<file path="config.mk">
export PLATFORM = sky130hd
export DESIGN_NAME = breakout_top
export DESIGN_NICKNAME = d
export VERILOG_FILES = /design/src/hw/breakout_pkg.sv /design/src/hw/ball_engine.sv /design/src/hw/breakout_top.sv /design/src/hw/brick_field.sv /design/src/hw/matrix_scan.sv /design/src/hw/status_display.sv /design/src/hw/tick_divider.sv
export VERILOG_INCLUDE_DIRS = /design/src /design/src/include
export SDC_FILE = /design/constraint.sdc
export NUM_CORES = 1
export LEC_CHECK = 0
export ABC_AREA = 1
export BUFFER_PORTS_ARGS = -buffer_cell sky130_fd_sc_hd__buf_4
export CAP_MARGIN = 20
export CORE_ASPECT_RATIO = 0.5
export CORE_MARGIN = 2
export CORE_UTILIZATION = 60
export DETAILED_ROUTE_END_ITERATION = 6
export PLACE_DENSITY = 0.85
export SYNTH_ARGS = -nofsm -noshare
export SYNTH_HDL_FRONTEND = slang
export SYNTH_SLANG_ARGS = --single-unit
</file>
<file path="constraint.sdc">
create_clock -name CLK -period 8.37 [get_ports CLK]
set_clock_uncertainty 0.15 [all_clocks]
set_input_delay 0.4185 -clock CLK [delete_from_list [all_inputs] [get_ports CLK]]
set_output_delay 0.4185 -clock CLK [all_outputs]
set_load 0.01 [all_outputs]
</file>
<file path="src/include/breakout_macros.svh">
`ifndef BREAKOUT_MACROS_SVH
`define BREAKOUT_MACROS_SVH

// matrix geometry
`define GRID_N 8
`define COORD_W 3

// clocks per column step and per game step
`define SCAN_DIV 50000
`define MOVE_DIV 8000000

// paddle row and serve cell on top of the paddle centre
`define PADDLE_ROW 7
`define SERVE_X 4
`define SERVE_Y 6

// spare balls after reset
`define START_LIVES 2

// bricks needed to win
`define WIN_SCORE 8

// a to g, active low
`define SEG_W 7

`endif
</file>
<file path="src/hw/breakout_pkg.sv">
`include "breakout_macros.svh"

package breakout_pkg;

	// one column or row index
	typedef logic [`COORD_W-1:0] coord_t;

	typedef enum logic [2:0] {
		dir_up,
		dir_up_left,
		dir_up_right,
		dir_down,
		dir_down_left,
		dir_down_right
	} dir_t;

	// flat for whole-layout loads, col[x][y] for scan and look-up
	typedef union packed {
		logic [`GRID_N*`GRID_N-1:0] flat;
		logic [`GRID_N-1:0][`GRID_N-1:0] col;
	} grid_u;

	// one brick to clear
	typedef struct packed {
		logic valid;
		coord_t x;
		coord_t y;
	} brick_hit_t;

	typedef struct packed {
		coord_t ball_x;
		coord_t ball_y;
		coord_t paddle; // centre cell
		logic ball_vis;
	} sprite_t;

endpackage

</file>
<file path="src/hw/ball_engine.sv">
`timescale 1ns/10ps
`include "breakout_macros.svh"

module ball_engine
	import breakout_pkg::*;
(
	input  logic       CLK,
	input  logic       reset,
	input  logic       move_tick,
	input  logic       setup,
	input  logic       sw_l,
	input  logic       sw_r,
	input  logic       shoot,
	input  grid_u      bricks,
	output brick_hit_t hit,
	output sprite_t    sprite,
	output logic [3:0] score,
	output logic [1:0] lives,
	output logic       win
);
	coord_t paddle;
	coord_t ball_x;
	coord_t ball_y;
	dir_t dir;
	logic rest; // ball sits on the paddle

	coord_t new_pad;
	coord_t next_x;
	coord_t next_y;
	logic go_up;
	logic go_left;
	logic go_right;
	logic over_pad;
	logic lose;
	logic brick_ahead;
	dir_t fly_dir;
	dir_t turn_dir;

	function automatic dir_t make_dir(input logic up, input logic left, input logic right);
		dir_t d;
		if (up)
			d = left ? dir_up_left : (right ? dir_up_right : dir_up);
		else
			d = left ? dir_down_left : (right ? dir_down_right : dir_down);
		return d;
	endfunction

	always_comb
	begin
		new_pad = paddle;
		if (sw_l && paddle >= 3'd2)
			new_pad = paddle - 1'b1; // left wins
		else if (sw_r && paddle <= 3'(`GRID_N - 3))
			new_pad = paddle + 1'b1;

		go_up = (dir == dir_up) || (dir == dir_up_left) || (dir == dir_up_right);
		go_left = (dir == dir_up_left) || (dir == dir_down_left);
		go_right = (dir == dir_up_right) || (dir == dir_down_right);

		// paddle sits one row below the ball
		over_pad = !go_up && (ball_y == 3'(`PADDLE_ROW - 1)) &&
			(ball_x == paddle || ball_x == paddle - 1'b1 || ball_x == paddle + 1'b1);
		lose = !go_up && (ball_y == 3'(`PADDLE_ROW - 1)) && !over_pad;

		if (over_pad)
		begin
			go_up = 1'b1;
			go_left = (ball_x == paddle - 1'b1);
			go_right = (ball_x == paddle + 1'b1);
		end

		if (go_up && ball_y == 3'd0)
			go_up = 1'b0; // ceiling
		if (go_left && ball_x == 3'd0)
		begin
			go_left = 1'b0;
			go_right = 1'b1;
		end
		else if (go_right && ball_x == 3'(`GRID_N - 1))
		begin
			go_right = 1'b0;
			go_left = 1'b1;
		end

		next_x = go_left ? ball_x - 1'b1 : (go_right ? ball_x + 1'b1 : ball_x);
		next_y = go_up ? ball_y - 1'b1 : ball_y + 1'b1;
		brick_ahead = !lose && bricks.col[next_x][next_y];
		fly_dir = make_dir(go_up, go_left, go_right);
		turn_dir = make_dir(!go_up, go_left, go_right); // bounce off brick in place
	end

	always_ff @(posedge CLK)
	begin
		if (!reset)
		begin
			paddle <= coord_t'(`SERVE_X);
			ball_x <= coord_t'(`SERVE_X);
			ball_y <= coord_t'(`SERVE_Y);
			dir <= dir_up;
			rest <= 1'b1;
			score <= 4'd0;
			lives <= 2'(`START_LIVES);
			win <= 1'b0;
		end
		else if (move_tick)
		begin
			if (setup)
			begin
				paddle <= coord_t'(`SERVE_X);
				ball_x <= coord_t'(`SERVE_X);
				ball_y <= coord_t'(`SERVE_Y);
				dir <= dir_up;
				rest <= 1'b1;
				score <= 4'd0;
				lives <= 2'(`START_LIVES);
				win <= 1'b0;
			end
			else
			begin
				paddle <= new_pad;
				if (rest)
				begin
					ball_x <= new_pad; // follow the paddle
					if (shoot)
					begin
						rest <= 1'b0;
						dir <= dir_up;
						win <= 1'b0;
					end
				end
				else if (lose)
				begin
					rest <= 1'b1;
					ball_x <= new_pad;
					ball_y <= coord_t'(`SERVE_Y);
					dir <= dir_up;
					if (lives == 2'd0)
					begin
						lives <= 2'(`START_LIVES);
						score <= 4'd0;
					end
					else
						lives <= lives - 1'b1;
				end
				else if (brick_ahead)
				begin
					dir <= turn_dir;
					if (score == 4'(`WIN_SCORE - 1))
					begin
						score <= 4'd0;
						win <= 1'b1;
						rest <= 1'b1; // serve again
						ball_x <= new_pad;
						ball_y <= coord_t'(`SERVE_Y);
						dir <= dir_up;
					end
					else
						score <= score + 1'b1;
				end
				else
				begin
					ball_x <= next_x;
					ball_y <= next_y;
					dir <= fly_dir;
				end
			end
		end
	end

	// field clears on the same tick
	assign hit.valid = move_tick && !setup && !rest && brick_ahead;
	assign hit.x = next_x;
	assign hit.y = next_y;

	assign sprite.ball_x = ball_x;
	assign sprite.ball_y = ball_y;
	assign sprite.paddle = paddle;
	assign sprite.ball_vis = !win; // hidden while the win bar shows

endmodule

</file>
<file path="src/hw/breakout_top.sv">
`timescale 1ns/10ps
`include "breakout_macros.svh"

module breakout_top
	import breakout_pkg::*;
#(
	parameter int SCAN_DIV = `SCAN_DIV,
	parameter int MOVE_DIV = `MOVE_DIV
) (
	input  logic              CLK,
	input  logic              reset,
	input  logic              sw_l,
	input  logic              sw_r,
	input  logic              shoot,
	input  logic              pause,
	input  logic [3:0]        back,
	output logic [7:0]        light_r,
	output logic [7:0]        light_g,
	output logic [7:0]        light_b,
	output coord_t            which_col,
	output logic [7:0]        score_bar,
	output logic [`SEG_W-1:0] seg
);
	logic scan_tick;
	logic move_tick;
	logic setup;
	grid_u bricks;
	brick_hit_t hit;
	sprite_t sprite;
	logic [3:0] score;
	logic [1:0] lives;
	logic win;

	tick_divider #(.DIV(SCAN_DIV)) u_scan_div (
		.CLK(CLK),
		.reset(reset),
		.hold(1'b0),
		.tick(scan_tick)
	);

	tick_divider #(.DIV(MOVE_DIV)) u_move_div (
		.CLK(CLK),
		.reset(reset),
		.hold(pause), // pause freezes the game
		.tick(move_tick)
	);

	brick_field u_field (
		.CLK(CLK),
		.reset(reset),
		.move_tick(move_tick),
		.back(back),
		.hit(hit),
		.bricks(bricks),
		.setup(setup)
	);

	ball_engine u_engine (
		.CLK(CLK),
		.reset(reset),
		.move_tick(move_tick),
		.setup(setup),
		.sw_l(sw_l),
		.sw_r(sw_r),
		.shoot(shoot),
		.bricks(bricks),
		.hit(hit),
		.sprite(sprite),
		.score(score),
		.lives(lives),
		.win(win)
	);

	matrix_scan u_scan (
		.CLK(CLK),
		.reset(reset),
		.scan_tick(scan_tick),
		.bricks(bricks),
		.sprite(sprite),
		.which_col(which_col),
		.light_r(light_r),
		.light_g(light_g),
		.light_b(light_b)
	);

	status_display u_status (
		.score(score),
		.win(win),
		.lives(lives),
		.score_bar(score_bar),
		.seg(seg)
	);

endmodule

</file>
<file path="src/hw/brick_field.sv">
`timescale 1ns/10ps
`include "breakout_macros.svh"

module brick_field
	import breakout_pkg::*;
(
	input  logic       CLK,
	input  logic       reset,
	input  logic       move_tick,
	input  logic [3:0] back,
	input  brick_hit_t hit,
	output grid_u      bricks,
	output logic       setup
);
	logic [2:0] mode; // 0 play, 1 to 4 layout
	logic [2:0] next_mode;
	logic [`GRID_N*`GRID_N-1:0] layout_word;

	// one-hot back picks a layout, other codes keep the mode
	always_comb
	begin
		case (back)
			4'b0000: next_mode = 3'd0;
			4'b0001: next_mode = 3'd1;
			4'b0010: next_mode = 3'd2;
			4'b0100: next_mode = 3'd3;
			4'b1000: next_mode = 3'd4;
			default: next_mode = mode;
		endcase
	end

	// column x sits in byte x, row y in bit y
	always_comb
	begin
		case (next_mode)
			3'd1: layout_word = {`GRID_N{8'b0000_0100}}; // row 2
			3'd2: layout_word = {`GRID_N{8'b0000_1001}}; // rows 0 and 3
			3'd3: layout_word = {`GRID_N{8'b0000_1111}}; // rows 0 to 3
			3'd4: layout_word = 64'h0202_040e_0e04_0202; // pyramid
			default: layout_word = '0;
		endcase
	end

	always_ff @(posedge CLK)
	begin
		if (!reset)
		begin
			mode <= 3'd0;
			bricks.flat <= '0;
		end
		else if (move_tick)
		begin
			mode <= next_mode;
			if (next_mode != 3'd0)
				bricks.flat <= layout_word; // reload while selected
			else if (hit.valid)
				bricks.col[hit.x][hit.y] <= 1'b0;
		end
	end

	assign setup = (mode != 3'd0);

endmodule

</file>
<file path="src/hw/matrix_scan.sv">
`timescale 1ns/10ps
`include "breakout_macros.svh"

module matrix_scan
	import breakout_pkg::*;
(
	input  logic              CLK,
	input  logic              reset,
	input  logic              scan_tick,
	input  grid_u             bricks,
	input  sprite_t           sprite,
	output coord_t            which_col,
	output logic [`GRID_N-1:0] light_r,
	output logic [`GRID_N-1:0] light_g,
	output logic [`GRID_N-1:0] light_b
);
	logic [`GRID_N-1:0] col_bricks;
	logic [`GRID_N-1:0] pad_bits;
	logic [`GRID_N-1:0] ball_bits;

	always_ff @(posedge CLK)
	begin
		if (!reset)
			which_col <= '0;
		else if (scan_tick)
			which_col <= which_col + 1'b1; // wraps at 8
	end

	always_comb
	begin
		col_bricks = bricks.col[which_col];
		pad_bits = '0;
		ball_bits = '0;
		if (which_col == sprite.paddle || which_col == sprite.paddle - 1'b1 ||
			which_col == sprite.paddle + 1'b1)
			pad_bits[`PADDLE_ROW] = 1'b1;
		if (sprite.ball_vis && sprite.ball_x == which_col)
			ball_bits[sprite.ball_y] = 1'b1;
	end

	// brick cyan, paddle blue, ball white on top
	assign light_r = ~ball_bits;
	assign light_g = ~(col_bricks | ball_bits);
	assign light_b = ~(col_bricks | pad_bits | ball_bits);

endmodule

</file>
<file path="src/hw/status_display.sv">
`timescale 1ns/10ps
`include "breakout_macros.svh"

module status_display (
	input  logic [3:0]        score,
	input  logic              win,
	input  logic [1:0]        lives,
	output logic [7:0]        score_bar,
	output logic [`SEG_W-1:0] seg
);

	// thermometer, full on a win
	always_comb
	begin
		for (int i = 0; i < 8; i++)
			score_bar[i] = win || (score > 4'(i));
	end

	// seg[6] is a, seg[0] is g
	always_comb
	begin
		case (lives)
			2'd0: seg = 7'b0000001;
			2'd1: seg = 7'b1001111;
			2'd2: seg = 7'b0010010;
			default: seg = 7'b1111111; // blank
		endcase
	end

endmodule

</file>
<file path="src/hw/tick_divider.sv">
`timescale 1ns/10ps

module tick_divider #(
	parameter int DIV = 4
) (
	input  logic CLK,
	input  logic reset,
	input  logic hold,
	output logic tick
);
	localparam int CW = (DIV > 1) ? $clog2(DIV) : 1;

	logic [CW-1:0] count;

	always_ff @(posedge CLK)
	begin
		if (!reset)
		begin
			count <= '0;
			tick <= 1'b0;
		end
		else if (hold)
			tick <= 1'b0; // frozen, count kept
		else if (count == CW'(DIV - 1))
		begin
			count <= '0;
			tick <= 1'b1;
		end
		else
		begin
			count <= count + 1'b1;
			tick <= 1'b0;
		end
	end

endmodule

</file>
After elaboration in Yosys (flattened, before gate mapping) --
Index checks and enable logic that the tools add are counted.
Operators by class: add/subtract/negate cells 11, magnitude comparators 17, equality and inequality tests 32, muxes and demuxes 80, bitwise operators 9, reductions and logical operators 59
Operators by type and width (count):
- one-hot mux 60 bit (4 select lines) | 1
- 2-to-1 mux 64 bit | 2
- 2-to-1 mux 3 bit | 27
- bitwise AND 64 bit | 1
- inverter 64 bit | 1
- binary-select mux 8 bit (select 3 bit) | 2
- 2-to-1 mux 8 bit | 4
- 2-to-1 mux 1 bit | 26
- demux 8 bit (select 3 bit) | 1
- 2-to-1 mux 4 bit | 6
- inverter 8 bit | 3
- bitwise OR 8 bit | 3
- adder 23 x 1 -> 23 bit, second input constant | 1
- == test 23 bit, second input constant | 1
- 2-to-1 mux 23 bit | 1
- == test 3 bit | 7
- one-hot mux 7 bit (3 select lines) | 1
- adder 16 x 1 -> 16 bit, second input constant | 1
- == test 16 bit, second input constant | 1
- greater-than comparator 4 x 3 -> 1 bit, second input constant | 4
- logical AND 1 bit | 16
- logical OR 1 bit | 16
- less-than comparator 3 x 4 -> 1 bit, second input constant | 4
- == test 3 bit, second input constant | 5
- other kinds (38) | 73
Storage, ports and cells: register bits 131, bits of input ports 10, output and inout bits 42, word-level logic and storage cells 223

Depth between registers and ports, before layout --
Gate-level depths: netlist of the first run.
depth in word-level cells 21, mapped depth 33, depth with buffers taken out 30

Cells and area by module --
A second synthesis of the first run with hierarchy kept.
Second synthesis, totals: cells, all modules 1610, area, all modules 9818.2 µm²
Modules (own cells, without submodules):
- brick_field | instances 1, cells each 549, area an instance 3612.2 µm², sequential area each 1341.3 µm²
- ball_engine | instances 1, cells each 422, area an instance 2493.6 µm², sequential area each 400.4 µm²
- tick_divider (u_move_div) | instances 1, cells each 216, area an instance 1408.9 µm², sequential area each 480.5 µm²
- matrix_scan | instances 1, cells each 254, area an instance 1244.9 µm², sequential area each 60.1 µm²
- tick_divider (u_scan_div) | instances 1, cells each 143, area an instance 938.4 µm², sequential area each 340.3 µm²
- status_display | instances 1, cells each 25, area an instance 116.4 µm², sequential area each 0.0 µm²
- breakout_top | instances 1, cells each 1, area an instance 3.8 µm², sequential area each 0.0 µm²

Worst setup path after synthesis of the first run --
Ideal clock, no wire load.
path kind flip-flop to flip-flop, start point register u_engine.paddle[1], end point register u_field.bricks[44] (netlist bit), arrival 3.823 ns, required time 8.111 ns, path slack 4.288 ns, cell stages (with the launch flop) 32, buffers on the path 2, clock period less this slack 4.082 ns, path through dfxtp_1 > inv_1 > ha_1 > inv_1 > nand2_1 > nand2_1 > nor2_1 > nand2_1 > nand3_2 > nand2_2 > nand2_1 > nand2_1 > inv_1 > fa_1 > xor2_1 > or2_2 > nand2_1 > inv_1 > nand2_1 > nor2_1 > inv_1 > nor2_1 > nor2_1 > nand2_1 > nor2_1 > nand3_1 > nand2_2 > buf_6 > buf_8 > nand3_1 > nand3_1 > inv_2
Between the ends: cells in the longest elaborated chain, start to end 19
Ends and longest elaborated chain:
- start, declared | RTL line ball_engine.sv:21 | coord_t paddle;
- start signal, assigned | RTL line ball_engine.sv:96 | paddle <= coord_t'(`SERVE_X);
- start signal, assigned | RTL line ball_engine.sv:109 | paddle <= coord_t'(`SERVE_X);
- start signal, assigned | RTL line ball_engine.sv:120 | paddle <= new_pad;
- subtractor 3 x 1 -> 3 bit | RTL line ball_engine.sv:62, ball_engine.sv:68
- == test 3 bit | RTL line ball_engine.sv:62, ball_engine.sv:68
- logical OR 1 bit (2 in a row) | RTL line ball_engine.sv:62 | (ball_x == paddle || ball_x == paddle - 1'b1 || ball_x == paddle + 1'b1);
- logical AND 1 bit | RTL line ball_engine.sv:61 | over_pad = !go_up && (ball_y == 3'(`PADDLE_ROW - 1)) &&
- 2-to-1 mux 1 bit | RTL line ball_engine.sv:65 | if (over_pad)
- logical AND 1 bit (on tied branches) | RTL line ball_engine.sv:72, ball_engine.sv:79
- 2-to-1 mux 1 bit (on tied branches) | RTL line ball_engine.sv:72, ball_engine.sv:79
- 2-to-1 mux 3 bit or 2-to-1 mux 1 bit (tied branches) | RTL line ball_engine.sv:86, ball_engine.sv:74
- (+2 left out)
- 2-to-1 mux 1 bit (not written as such), or another cell as far along | RTL line brick_field.sv:57 | bricks.col[hit.x][hit.y] <= 1'b0;
- demux 1 bit (select 3 bit), or another cell as far along
- 2-to-1 mux 8 bit (not written as such) or binary-select mux 1 bit (select 3 bit) (tied branches) | RTL line brick_field.sv:57, ball_engine.sv:87
- demux 8 bit (select 3 bit) or 2-to-1 mux 1 bit (tied branches)
- inverter 64 bit (no source line) or logical AND 1 bit (tied branches)
- bitwise AND 64 bit (no source line) or logical AND 1 bit (tied branches)
- 2-to-1 mux 64 bit or nonzero test 2 bit (tied branches)
- 2-to-1 mux 64 bit or AND reduction 2 bit (tied branches)
- end, declared | RTL line brick_field.sv:12 | output grid_u bricks,
Several ways; a longest one is shown, not always the timed one. The select of a mux whose other input is x is not followed. A chain may end at the register's enable or synchronous reset.

Worst setup path in the final report of the first run --
start point register u_engine.paddle[1], end point register u_field.bricks[15] (netlist bit)
Same word-level chain as after synthesis.

==> results.py, run 1 <==
metrics = {
    "finish": {
        "fillerInstances": 1275,
        "syn_to_final_growth_pct": 10.20,
        "drive_above_1_share_pct": 9.555,
        "antenna_cells": 0,
        "final_cells": 1705,
        "final_nets": 1526,
        "multi_input_area_um2": 5176,
        "ff_latch_area_um2": 2626,
    },
    "timing": {
        "finalSetupViolCount": 0,
        "rsz0062_at_grt": "no",
        "slew_viol_final": 0,
        "fmax_mhz": 156.2,
        "finalHoldViolCount": 0,
        "period_minus_slack_ps": 6400,
        "tns_ps": 0,
        "max_slew_margin_pct": 27.19,
        "setup_ws_ps": 1970,
        "worst_pin_slew_ps": 1092,
        "timing.final.crit_share_pct": 76.47,
    },
    "global_routing": {
        "grt_usage_pct": 32.95,
        "grt_pass1_wl_um": 43080,
        "grt_antenna_before_repair": 0,
        "first_global_vias": 8958,
        "grt_max_degree": 111,
        "grt-ovfl-total": 0,
    },
    "yosys": {
        "yosysWarningCount": 0,
        "synthXorXnorAreaFrac_pct": 1.834,
        "synthTopCellsByArea": "dfxtp_1 (29%), nand2_1 (14%), nand3_1 (8.9%), inv_1 (8.4%), a21oi_1 (8.2%)",
        "synth-compound-area-share_pct": 16.88,
        "synthSimpleGateAreaFrac_pct": 35.20,
        "synth_mux_area_share_pct": 0,
        "synth_top_family_by_area": "simple AND/OR/NAND/NOR gates",
        "synth_edf_count": 0,
        "syn_inst": 1489,
        "yosys_register_bits": 131,
        "synth_fa_ha_area_share_pct": 3.116,
        "synthDominantCellAreaShare_pct": 28.90,
        "yosysSeqAreaShare_pct": 28.90,
        "ys_types": 44,
        "synth_area_leader_cell": "dfxtp_1",
        "synth.most_common_cell": "nand2_1",
        "syn_area_per_cell_um2": 6.094,
        "synth.net_count": 1521,
        "ys.flop_type": "dfxtp_1",
        "syn_area_um2": 9074,
        "synth_commonest_cells": "nand2_1 (336), inv_1 (203), nand3_1 (161)",
        "ys_async_sr_fraction_pct": 0,
    },
    "clocking": {
        "numCtsBuffers": 17,
        "post_cts_resize_count": 0,
        "hold_buffers": 0,
        "cts_setup_buffers": 0,
        "clock_path_buffers": 2,
        "h-tree-depth": 4,
        "root_buffer": "clkbuf_16",
        "clk_pin_slew_ps": 60,
        "cts_tree": "done",
        "clkLatencyLatePin_ps": 430,
        "clock_sinks": 131,
    },
    "power": {
        "peakVddDrop_mv": 0.1476,
        "p_switching_uw": 356.3,
        "swShare_pct": 23.09,
        "seqPwrFrac_pct": 40.6,
        "intPower_uw": 1187,
        "p_comb_share_pct": 4.6,
        "p_clk_share_pct": 54.8,
        "p_leak_uw": 0.004320,
        "p_per_area_nw_per_um2": 154.3,
    },
    "setup_path": {
        "max_stage_delay_ps": 820,
        "r2r-end": "u_field.bricks[15]$_SDFFE_PN0P_",
        "crit_path_end_kind": "flip-flop",
        "path_class": "reg2reg",
        "regToRegSetupSlack_ps": 1970,
        "cp.required_ps": 8550,
        "reg2reg_from": "u_engine.paddle[1]$_SDFFE_PN0P_",
        "worst_path_most_repeated_cell": "nand2_1",
        "crit_arrival_ps": 6580,
        "critPathLaunchType": "flip-flop",
        "crit_fanout": 55,
        "cpMaxStageDelayCell": "nand2_1",
        "reg2reg_depth": 30,
    },
    "place": {
        "dpl.hpwl_um": 17810,
        "dp.cells": 1671,
        "port_buffers": 51,
        "dp_slack_ps": 2190,
        "place.gp.congestion": 0.9464,
    },
    "detailed_routing": {
        "wl_per_cell_um": 15.47,
        "drc": 5,
        "drtIter0Drc": 1218,
        "firstDrtPassIters": 7,
        "route.antenna.remaining_nets": 0,
        "vias": 9897,
        "viasPerCell": 5.805,
        "routed_wl_um": 26370,
    },
    "floorplanning": {
        "die_h_um": 90.96,
        "num_rows": 31,
        "ios": 52,
        "initial_core_util_pct": 62.05,
        "core_area_um2": 14620,
        "dieArea_um2": 16180,
        "die_x_um": 177.9,
    },
    "worst_hold_path": {
        "hold_end": "u_move_div.count[0]$_SDFFE_PN0N_",
        "min_from": "pause",
        "hp-class": "in2reg",
        "min_path_cells": 3,
    },
    "run": {
        "cap_violations": 0,
    },
    "status": {
        "violations": "design-rule violations",
        "outcome": "finished with violations",
    },
}
[how the worst max path moves through the flow]
stage | slack [ps] | to | depth (start not counted) | start
final | 1970 | u_field.bricks[15]$_SDFFE_PN0P_ | 30 | u_engine.paddle[1]$_SDFFE_PN0P_
after global routing | 1520 | u_field.bricks[49]$_SDFFE_PN0P_ | 30 | u_engine.paddle[1]$_SDFFE_PN0P_
after CTS | 2130 | u_field.bricks[15]$_SDFFE_PN0P_ | 30 | u_engine.paddle[1]$_SDFFE_PN0P_
after detailed placement | 2190 | u_field.bricks[4]$_SDFFE_PN0P_ | 30 | u_engine.paddle[1]$_SDFFE_PN0P_
after global placement | 2490 | u_field.bricks[13]$_SDFFE_PN0P_ | 30 | u_engine.paddle[1]$_SDFFE_PN0P_
after floorplan | 4290 | u_field.bricks[44]$_SDFFE_PN0P_ | 31 | u_engine.paddle[1]$_SDFFE_PN0P_
[critical path: cells and delay by family (launching register included)]
| family | cells | cell delay (ps) |
|---|---|---|
| and+or+nand+nor | 25 | 4420 |
| buffers and inverters | 4 | 810 |
| DFF | 1 | 490 |
| adders and majority gates | 1 | 380 |
[sequential cells by signal, indices dropped and copies added, names as in the netlist]
register and cells:
u_field.bricks 64, u_move_div.count 23, u_scan_div.count 16, u_engine.score 4, u_engine.ball_x 3, u_engine.ball_y 3, u_engine.dir 3, u_engine.paddle 3
u_field.mode 3, u_scan.which_col 3, u_engine.lives 2, u_engine.rest 1, u_engine.win 1, u_move_div.tick 1, u_scan_div.tick 1
[routing by layer]
layer | wire length, um | share of wire [%] | track usage, % | vias up
li1 | - | - | - | 4811
met1 | 11080 | 42 | 43.89 | 4418
met2 | 11680 | 44 | 51.29 | 575
met3 | 2822 | 11 | 7.873 | 91
met4 | 779 | 3.0 | 13.32 | 2
met5 | 6 | 0.023 | 0 | -
[cell type report]
type | instances | share of cell area (%)
clock buffer | 19 | 4.530
multi-input combinational | 1063 | 51.76
sequential | 131 | 26.26
inverter | 223 | 8.371
clock inverter | 13 | 2.040
tap | 198 | 2.477
timing repair buffer | 58 | 4.555
[cells in the final DEF, fill, tap and decap left out, drive strengths merged]
master,n
nand2,346
inv,222
nand3,168
nor2,157
a21oi,149
dfxtp,131
o21ai,101
buf,58
nor3,28
a31oi,21
ha,21
clkbuf,19
xor2,14
or2,8
nand4,7
nor3b,7
clkinv,7
o211ai,6
xnor2,5
bufinv,5
nor4,5
a211oi,4
nand3b,4
o31ai,3
clkinvlp,2
o22ai,1
a311oi,1
o311ai,1
a211o,1
o21bai,1
and3,1
or3,1
o221a,1
fa,1
[power by group through the flow]
stage / combinational, uW / sequential [uW] / clock (uW)
floorplan: 60.2 / 640 / 0
global placement: 66.1 / 640 / 0
detailed placement: 68.0 / 641 / 0
CTS: 68.4 / 627 / 850
global route: 77.9 / 627 / 880
finish: 70.5 / 627 / 846
[cell families (layout without fill, tap and decap cells)]
kind of cell | count (synthesis) | after routing
xor gates and xnor gates | 19 | 19
DFF | 131 | 131
AOI/OAI and AO/OA | 290 | 290
and+or+nand+nor | 732 | 732
buffers and inverters | 295 | 313
adders and majority gates | 22 | 22
[stage by stage]
step	utilization, %	area [um2]	power [uW]	hold slack (ps)
after floorplan	-	9074	700.7	267.9
after global placement	63.65	9308	706.5	279.6
after detailed placement	63.65	9308	708.6	294.2
after CTS	68.14	9965	1546	108.4
after global routing	68.38	10000	1585	142.1
final	68.38	10000	1543	113.7
(Power assumes the default switching activity.)
==> run 2, diff against run 1 <==
Settings changed: CORE_UTILIZATION 60 to 56, PLACE_DENSITY 0.85 to 0.83.
Clock period 8.37 ns to 5.7 ns, I/O delays scaled along.
==> run 2 against run 1 <==
Net effect: the run now ends clean; power grew 41%; cell count grew 0.65%; register-to-register slack lost 1500 ps; combinational power grew 52%; maximum frequency grew 24%; setup slack lost 1500 ps; cell area is essentially flat; clock-buffer cell count shrank 1; core utilization shrank 4.4 points; first-iteration DRC count shrank 7.9%; flip-flop and latch count is the same; via count grew 0.45%; critical endpoint is now u_field.bricks[55]$_SDFFE_PN0P_; highest routed layer is now met4.
==> results.py, run 2 (synthesis gave the netlist of run 1 again) <==
metrics = {
    "global_routing": {
        "busiest_layer": "met2",
        "met1_usage_pct": 38.91,
        "grt_usage_pct": 30.99,
        "grt_max_degree": 111,
        "grt_pass1_wl_um": 43110,
        "first_global_vias": 9112,
        "met3_usage_pct": 6.512,
        "grt-ovfl-total": 0,
        "grt_antenna_before_repair": 0,
        "grt_use_met2_pct": 51.51,
    },
    "finish": {
        "top_register": "u_field.bricks",
        "fillerInstances": 1422,
        "antenna_cells": 0,
        "final_nets": 1531,
        "largestRegisters": "u_field.bricks: 64 flops, u_move_div.count: 23 flops, u_scan_div.count: 16 flops",
        "final_common_cell": "nand2_1",
        "syn_to_final_growth_pct": 10.15,
        "final_cells": 1716,
        "drive_above_1_share_pct": 9.788,
        "largest_reg_flops": 64,
        "final_cell_mix": "nand2_1 (336), inv_1 (203), nand3_1 (161)",
    },
    "clocking": {
        "clock_path_buffers": 2,
        "h-tree-depth": 4,
        "cts_setup_buffers": 0,
        "root_buffer": "clkbuf_16",
        "clk_pin_slew_ps": 60,
        "clkLatencyLatePin_ps": 440,
        "clock_sinks": 131,
        "numCtsBuffers": 17,
        "cts_tree": "done",
    },
    "timing": {
        "finalSetupViolCount": 0,
        "slew_viol_final": 0,
        "fmax_mhz": 193.0,
        "rsz0062_at_grt": "no",
        "finalHoldViolCount": 0,
        "setup_ws_ps": 519.0,
        "tns_ps": 0,
        "timing.final.crit_share_pct": 90.89,
        "max_slew_margin_pct": 27.45,
        "period_minus_slack_ps": 5181,
        "worst_pin_slew_ps": 1084,
    },
    "detailed_routing": {
        "drtIter0Drc": 1122,
        "vias": 9942,
        "route.antenna.remaining_nets": 0,
        "wl_per_cell_um": 15.29,
        "routed_wl_um": 26240,
        "firstDrtPassIters": 6,
        "drc": 0,
        "viasPerCell": 5.794,
    },
    "setup_path": {
        "path_class": "reg2reg",
        "worst_path_most_repeated_cell": "nand2_1",
        "crit_start": "u_engine.paddle[1]$_SDFFE_PN0P_",
        "cp.required_ps": 5870,
        "critPathTopFamily": "simple AND/OR/NAND/NOR gates",
        "cp_num_buf_inv": 7,
        "cpMaxStageDelayCell": "dfxtp_1",
        "critPathLaunchType": "flip-flop",
        "max_stage_delay_ps": 510,
        "crit_fanout": 56,
        "reg2reg_from": "u_engine.paddle[1]$_SDFFE_PN0P_",
        "crit_arrival_ps": 5360,
        "crit_path_end_kind": "flip-flop",
    },
    "power": {
        "p_comb_share_pct": 4.9,
        "swShare_pct": 25.57,
        "intPower_uw": 1615,
        "p_switching_uw": 554.8,
        "peakVddDrop_mv": 0.2036,
        "p_leak_uw": 0.004317,
        "p_per_area_nw_per_um2": 217.1,
        "p_clk_share_pct": 52.7,
        "seqPwrFrac_pct": 42.4,
    },
    "floorplanning": {
        "die_h_um": 94.01,
        "die_x_um": 184.0,
        "initial_core_util_pct": 58.11,
        "dieArea_um2": 17300,
        "num_rows": 32,
        "core_area_um2": 15620,
        "ios": 52,
    },
    "place": {
        "place.gp.congestion": 0.9180,
        "dpl.hpwl_um": 17400,
        "dp_slack_ps": 701.7,
        "dp.cells": 1682,
        "port_buffers": 51,
    },
    "run": {
        "cap_violations": 0,
    },
    "worst_hold_path": {
        "hp-class": "in2reg",
        "min_from": "shoot",
    },
    "status": {
        "outcome": "finished, final reports clean",
    },
}
[run 2: metrics by stage]
stage | hold WS, ps | power [uW] | util [%] | area (um2)
floorplan | 267.9 | 1029 | - | 9074
global placement | 275.1 | 1042 | 59.90 | 9353
detailed placement | 297.6 | 1044 | 59.90 | 9353
CTS | 27.45 | 2173 | 63.83 | 9967
global route | 90.77 | 2224 | 64.01 | 9995
finish | 26.69 | 2170 | 64.01 | 9995
[run 2: final cells by class]
cell class	instances	area [um2]	share of cell area (%)
inverter	223	837.1	8.375
clock inverter	14	165.2	1.652
tap	204	255.2	2.554
clock buffer	18	439.2	4.394
timing repair buffer	63	495.5	4.957
sequential	131	2626	26.28
multi-input combinational	1063	5176	51.79
[run 2: layer usage]
layer | part of all wire (%) | up-vias | wire length [um]
met1 | 40 | 4442 | 10470
met4 | 3.0 | 0 | 776
met5 | 0 | - | 0
met3 | 11 | 97 | 2948
li1 | - | 4819 | -
met2 | 46 | 584 | 12040
[run 2: repair_timing]
item,CTS,global route
hold buffers,1,0
gates resized for setup,0,0
hold endpoints to repair,1,0
[run 2: worst min-delay path, delay by kind of cell]
kind / cells / cell delay [ps]
buffers and inverters: 1 / 90
and+or+nand+nor: 3 / 190
[run 2: final timing paths]
check                                         end  slack, ps  cells after the start
setup / recovery  u_field.bricks[55]$_SDFFE_PN0P_        520                     30
hold / removal         u_engine.rest$_SDFFE_PN1P_         30                      4
setup reg to reg  u_field.bricks[55]$_SDFFE_PN0P_        520                     30
hold reg to reg   u_field.bricks[53]$_SDFFE_PN0P_        310                      2
[run 2: power by group through the flow]
| stage | sequential [uW] | clock, uW | combinational, uW |
|---|---|---|---|
| 2_1_floorplan | 941 | 0 | 88.4 |
| 3_3_place_gp | 940 | 0 | 102 |
| 3_5_place_dp | 941 | 0 | 103 |
| 4_1_cts | 920 | 1150 | 105 |
| 5_1_grt | 920 | 1190 | 119 |
| 6_report | 920 | 1140 | 107 |
==> run 3, diff against run 2 <==
Settings changed: CORE_UTILIZATION 56 to 60, PLACE_DENSITY 0.83 to 0.85.
Clock period 5.7 ns to 5.65 ns, I/O delays scaled along.
==> run 3 against run 2 <==
Net effect: via count up 0.89%; combinational power is 7% higher; clock power is 11% higher; highest routed layer unchanged.
==> results.py, run 3 (synthesis gave the netlist of run 1 again) <==
metrics = {
    "status": {
        "outcome": "finished, final reports clean",
    },
    "timing": {
        "slew_viol_final": 0,
        "timing.final.crit_share_pct": 93.13,
        "finalHoldViolCount": 0,
        "worst_pin_slew_ps": 1171,
        "tns_ps": 0,
        "rsz0062_at_grt": "no",
        "period_minus_slack_ps": 5262,
        "max_slew_margin_pct": 21.80,
        "finalSetupViolCount": 0,
        "fmax_mhz": 190.1,
        "whs_ps": 33.61,
    },
    "finish": {
        "final_cell_mix": "nand2_1 (336), inv_1 (203), nand3_1 (161)",
        "stdcell_area_um2": 10090,
        "antenna_cells": 0,
        "final_nets": 1532,
        "largest_reg_flops": 64,
        "final_common_cell": "nand2_1",
        "drive_above_1_share_pct": 9.716,
        "multi_input_area_um2": 5190,
        "final_cells": 1711,
        "largestRegisters": "u_field.bricks: 64 flops, u_move_div.count: 23 flops, u_scan_div.count: 16 flops",
        "top_register": "u_field.bricks",
        "syn_to_final_growth_pct": 11.16,
        "final_util_pct": 68.97,
        "ff_latch_area_um2": 2626,
        "fillerInstances": 1246,
    },
    "floorplanning": {
        "initial_core_util_pct": 62.05,
        "die_x_um": 177.9,
        "core_area_um2": 14620,
        "ios": 52,
        "die_h_um": 90.96,
        "dieArea_um2": 16180,
        "num_rows": 31,
    },
    "run": {
        "cap_violations": 0,
    },
    "setup_path": {
        "worst_path_most_repeated_cell": "nand2_1",
        "regToRegSetupSlack_ps": 390,
        "cp.required_ps": 5820,
        "cpMaxStageDelayCell": "dfxtp_1",
        "path_class": "reg2reg",
        "crit_path_end_kind": "flip-flop",
        "crit_fanout": 62,
        "crit_arrival_ps": 5440,
        "critPathLaunchType": "flip-flop",
        "max_stage_delay_ps": 500,
    },
    "power": {
        "peakVddDrop_mv": 0.2283,
        "p_per_area_nw_per_um2": 229.5,
        "p_leak_uw": 0.004357,
    },
    "clocking": {
        "cts_tree": "done",
        "root_buffer": "clkbuf_16",
        "clock_path_buffers": 2,
        "clk_pin_slew_ps": 60,
        "h-tree-depth": 4,
        "clock_sinks": 131,
        "cts_setup_buffers": 0,
        "numCtsBuffers": 17,
        "clkLatencyLatePin_ps": 440,
    },
    "global_routing": {
        "grt_usage_pct": 34.02,
        "grt_max_degree": 111,
        "first_global_vias": 9318,
        "grt_pass1_wl_um": 44300,
        "grt_antenna_before_repair": 0,
        "grt-ovfl-total": 0,
    },
    "detailed_routing": {
        "route.antenna.remaining_nets": 0,
        "drtIter0Drc": 1436,
        "drc": 0,
        "routed_wl_um": 27100,
        "wl_per_cell_um": 15.84,
        "vias": 10030,
        "viasPerCell": 5.862,
        "firstDrtPassIters": 6,
    },
    "place": {
        "dpl.hpwl_um": 17950,
        "port_buffers": 51,
        "dp.cells": 1677,
        "place.gp.congestion": 0.9245,
        "place_area_um2": 9365,
    },
    "worst_hold_path": {
        "hp-class": "in2reg",
    },
}
run 3: changes by cell type in the layout (fill, tap and decap cells not counted), sizes merged:
cell / previous run / this run
clkbuf: 18 / 21
buf: 62 / 63
bufinv: 2 / 5
inv: 229 / 221
clkinvlp: 2 / 1
clkinv: 4 / 7
run 3: area by class of cell:
class	count	area share [%]
clock inverter	11	1.960
timing repair buffer	64	5.111
multi-input combinational	1063	51.46
inverter	223	8.299
sequential	131	26.04
tap	198	2.456
clock buffer	21	4.677
run 3: where the power goes:
part	total [uW]	internal, uW	switching, uW
Sequential	928	926	2.16
Clock	1270	824	449
Combinational	114	29.9	83.8
run 3: per-layer routing:
| metal | global-route usage (%) | routed length, um |
|---|---|---|
| met3 | 7.789 | 2831 |
| met4 | 13.52 | 879 |
| met2 | 55.94 | 12390 |
| met5 | 0 | 0 |
| met1 | 43.20 | 11010 |
run 3: what timing repair did:
action	4_1_cts	5_1_grt
gates resized for setup	0	2
setup endpoints to repair	0	47
hold buffers	1	0
hold endpoints to repair	1	0
run 3: metrics by stage:
stage | worst slack [ps] | total power [uW]
floorplan | 1568 | 1038
global placement | 672.7 | 1054
detailed placement | 410.1 | 1056
CTS | 336.0 | 2309
global route | 18.92 | 2368
finish | 388.3 | 2315
run 3: final timing paths:
check,start,depth (start not counted),endpoint
max,u_engine.paddle[1]$_SDFFE_PN0P_,30,u_field.bricks[9]$_SDFFE_PN0P_
min,shoot,4,u_engine.rest$_SDFFE_PN1P_
max reg2reg,u_engine.paddle[1]$_SDFFE_PN0P_,30,u_field.bricks[9]$_SDFFE_PN0P_
min reg2reg,u_scan_div.count[0]$_SDFF_PP0_,1,u_scan_div.count[0]$_SDFF_PP0_
run 3: worst max-delay path: cells and delay by family (launching register included):
family                   cells  cell delay (ps)
AND/OR/NAND/NOR             21             2580
flip-flops                   1              500
buffers and inverters        6             1020
XOR/XNOR                     1              160
adder cells (fa/ha/maj)      2              740
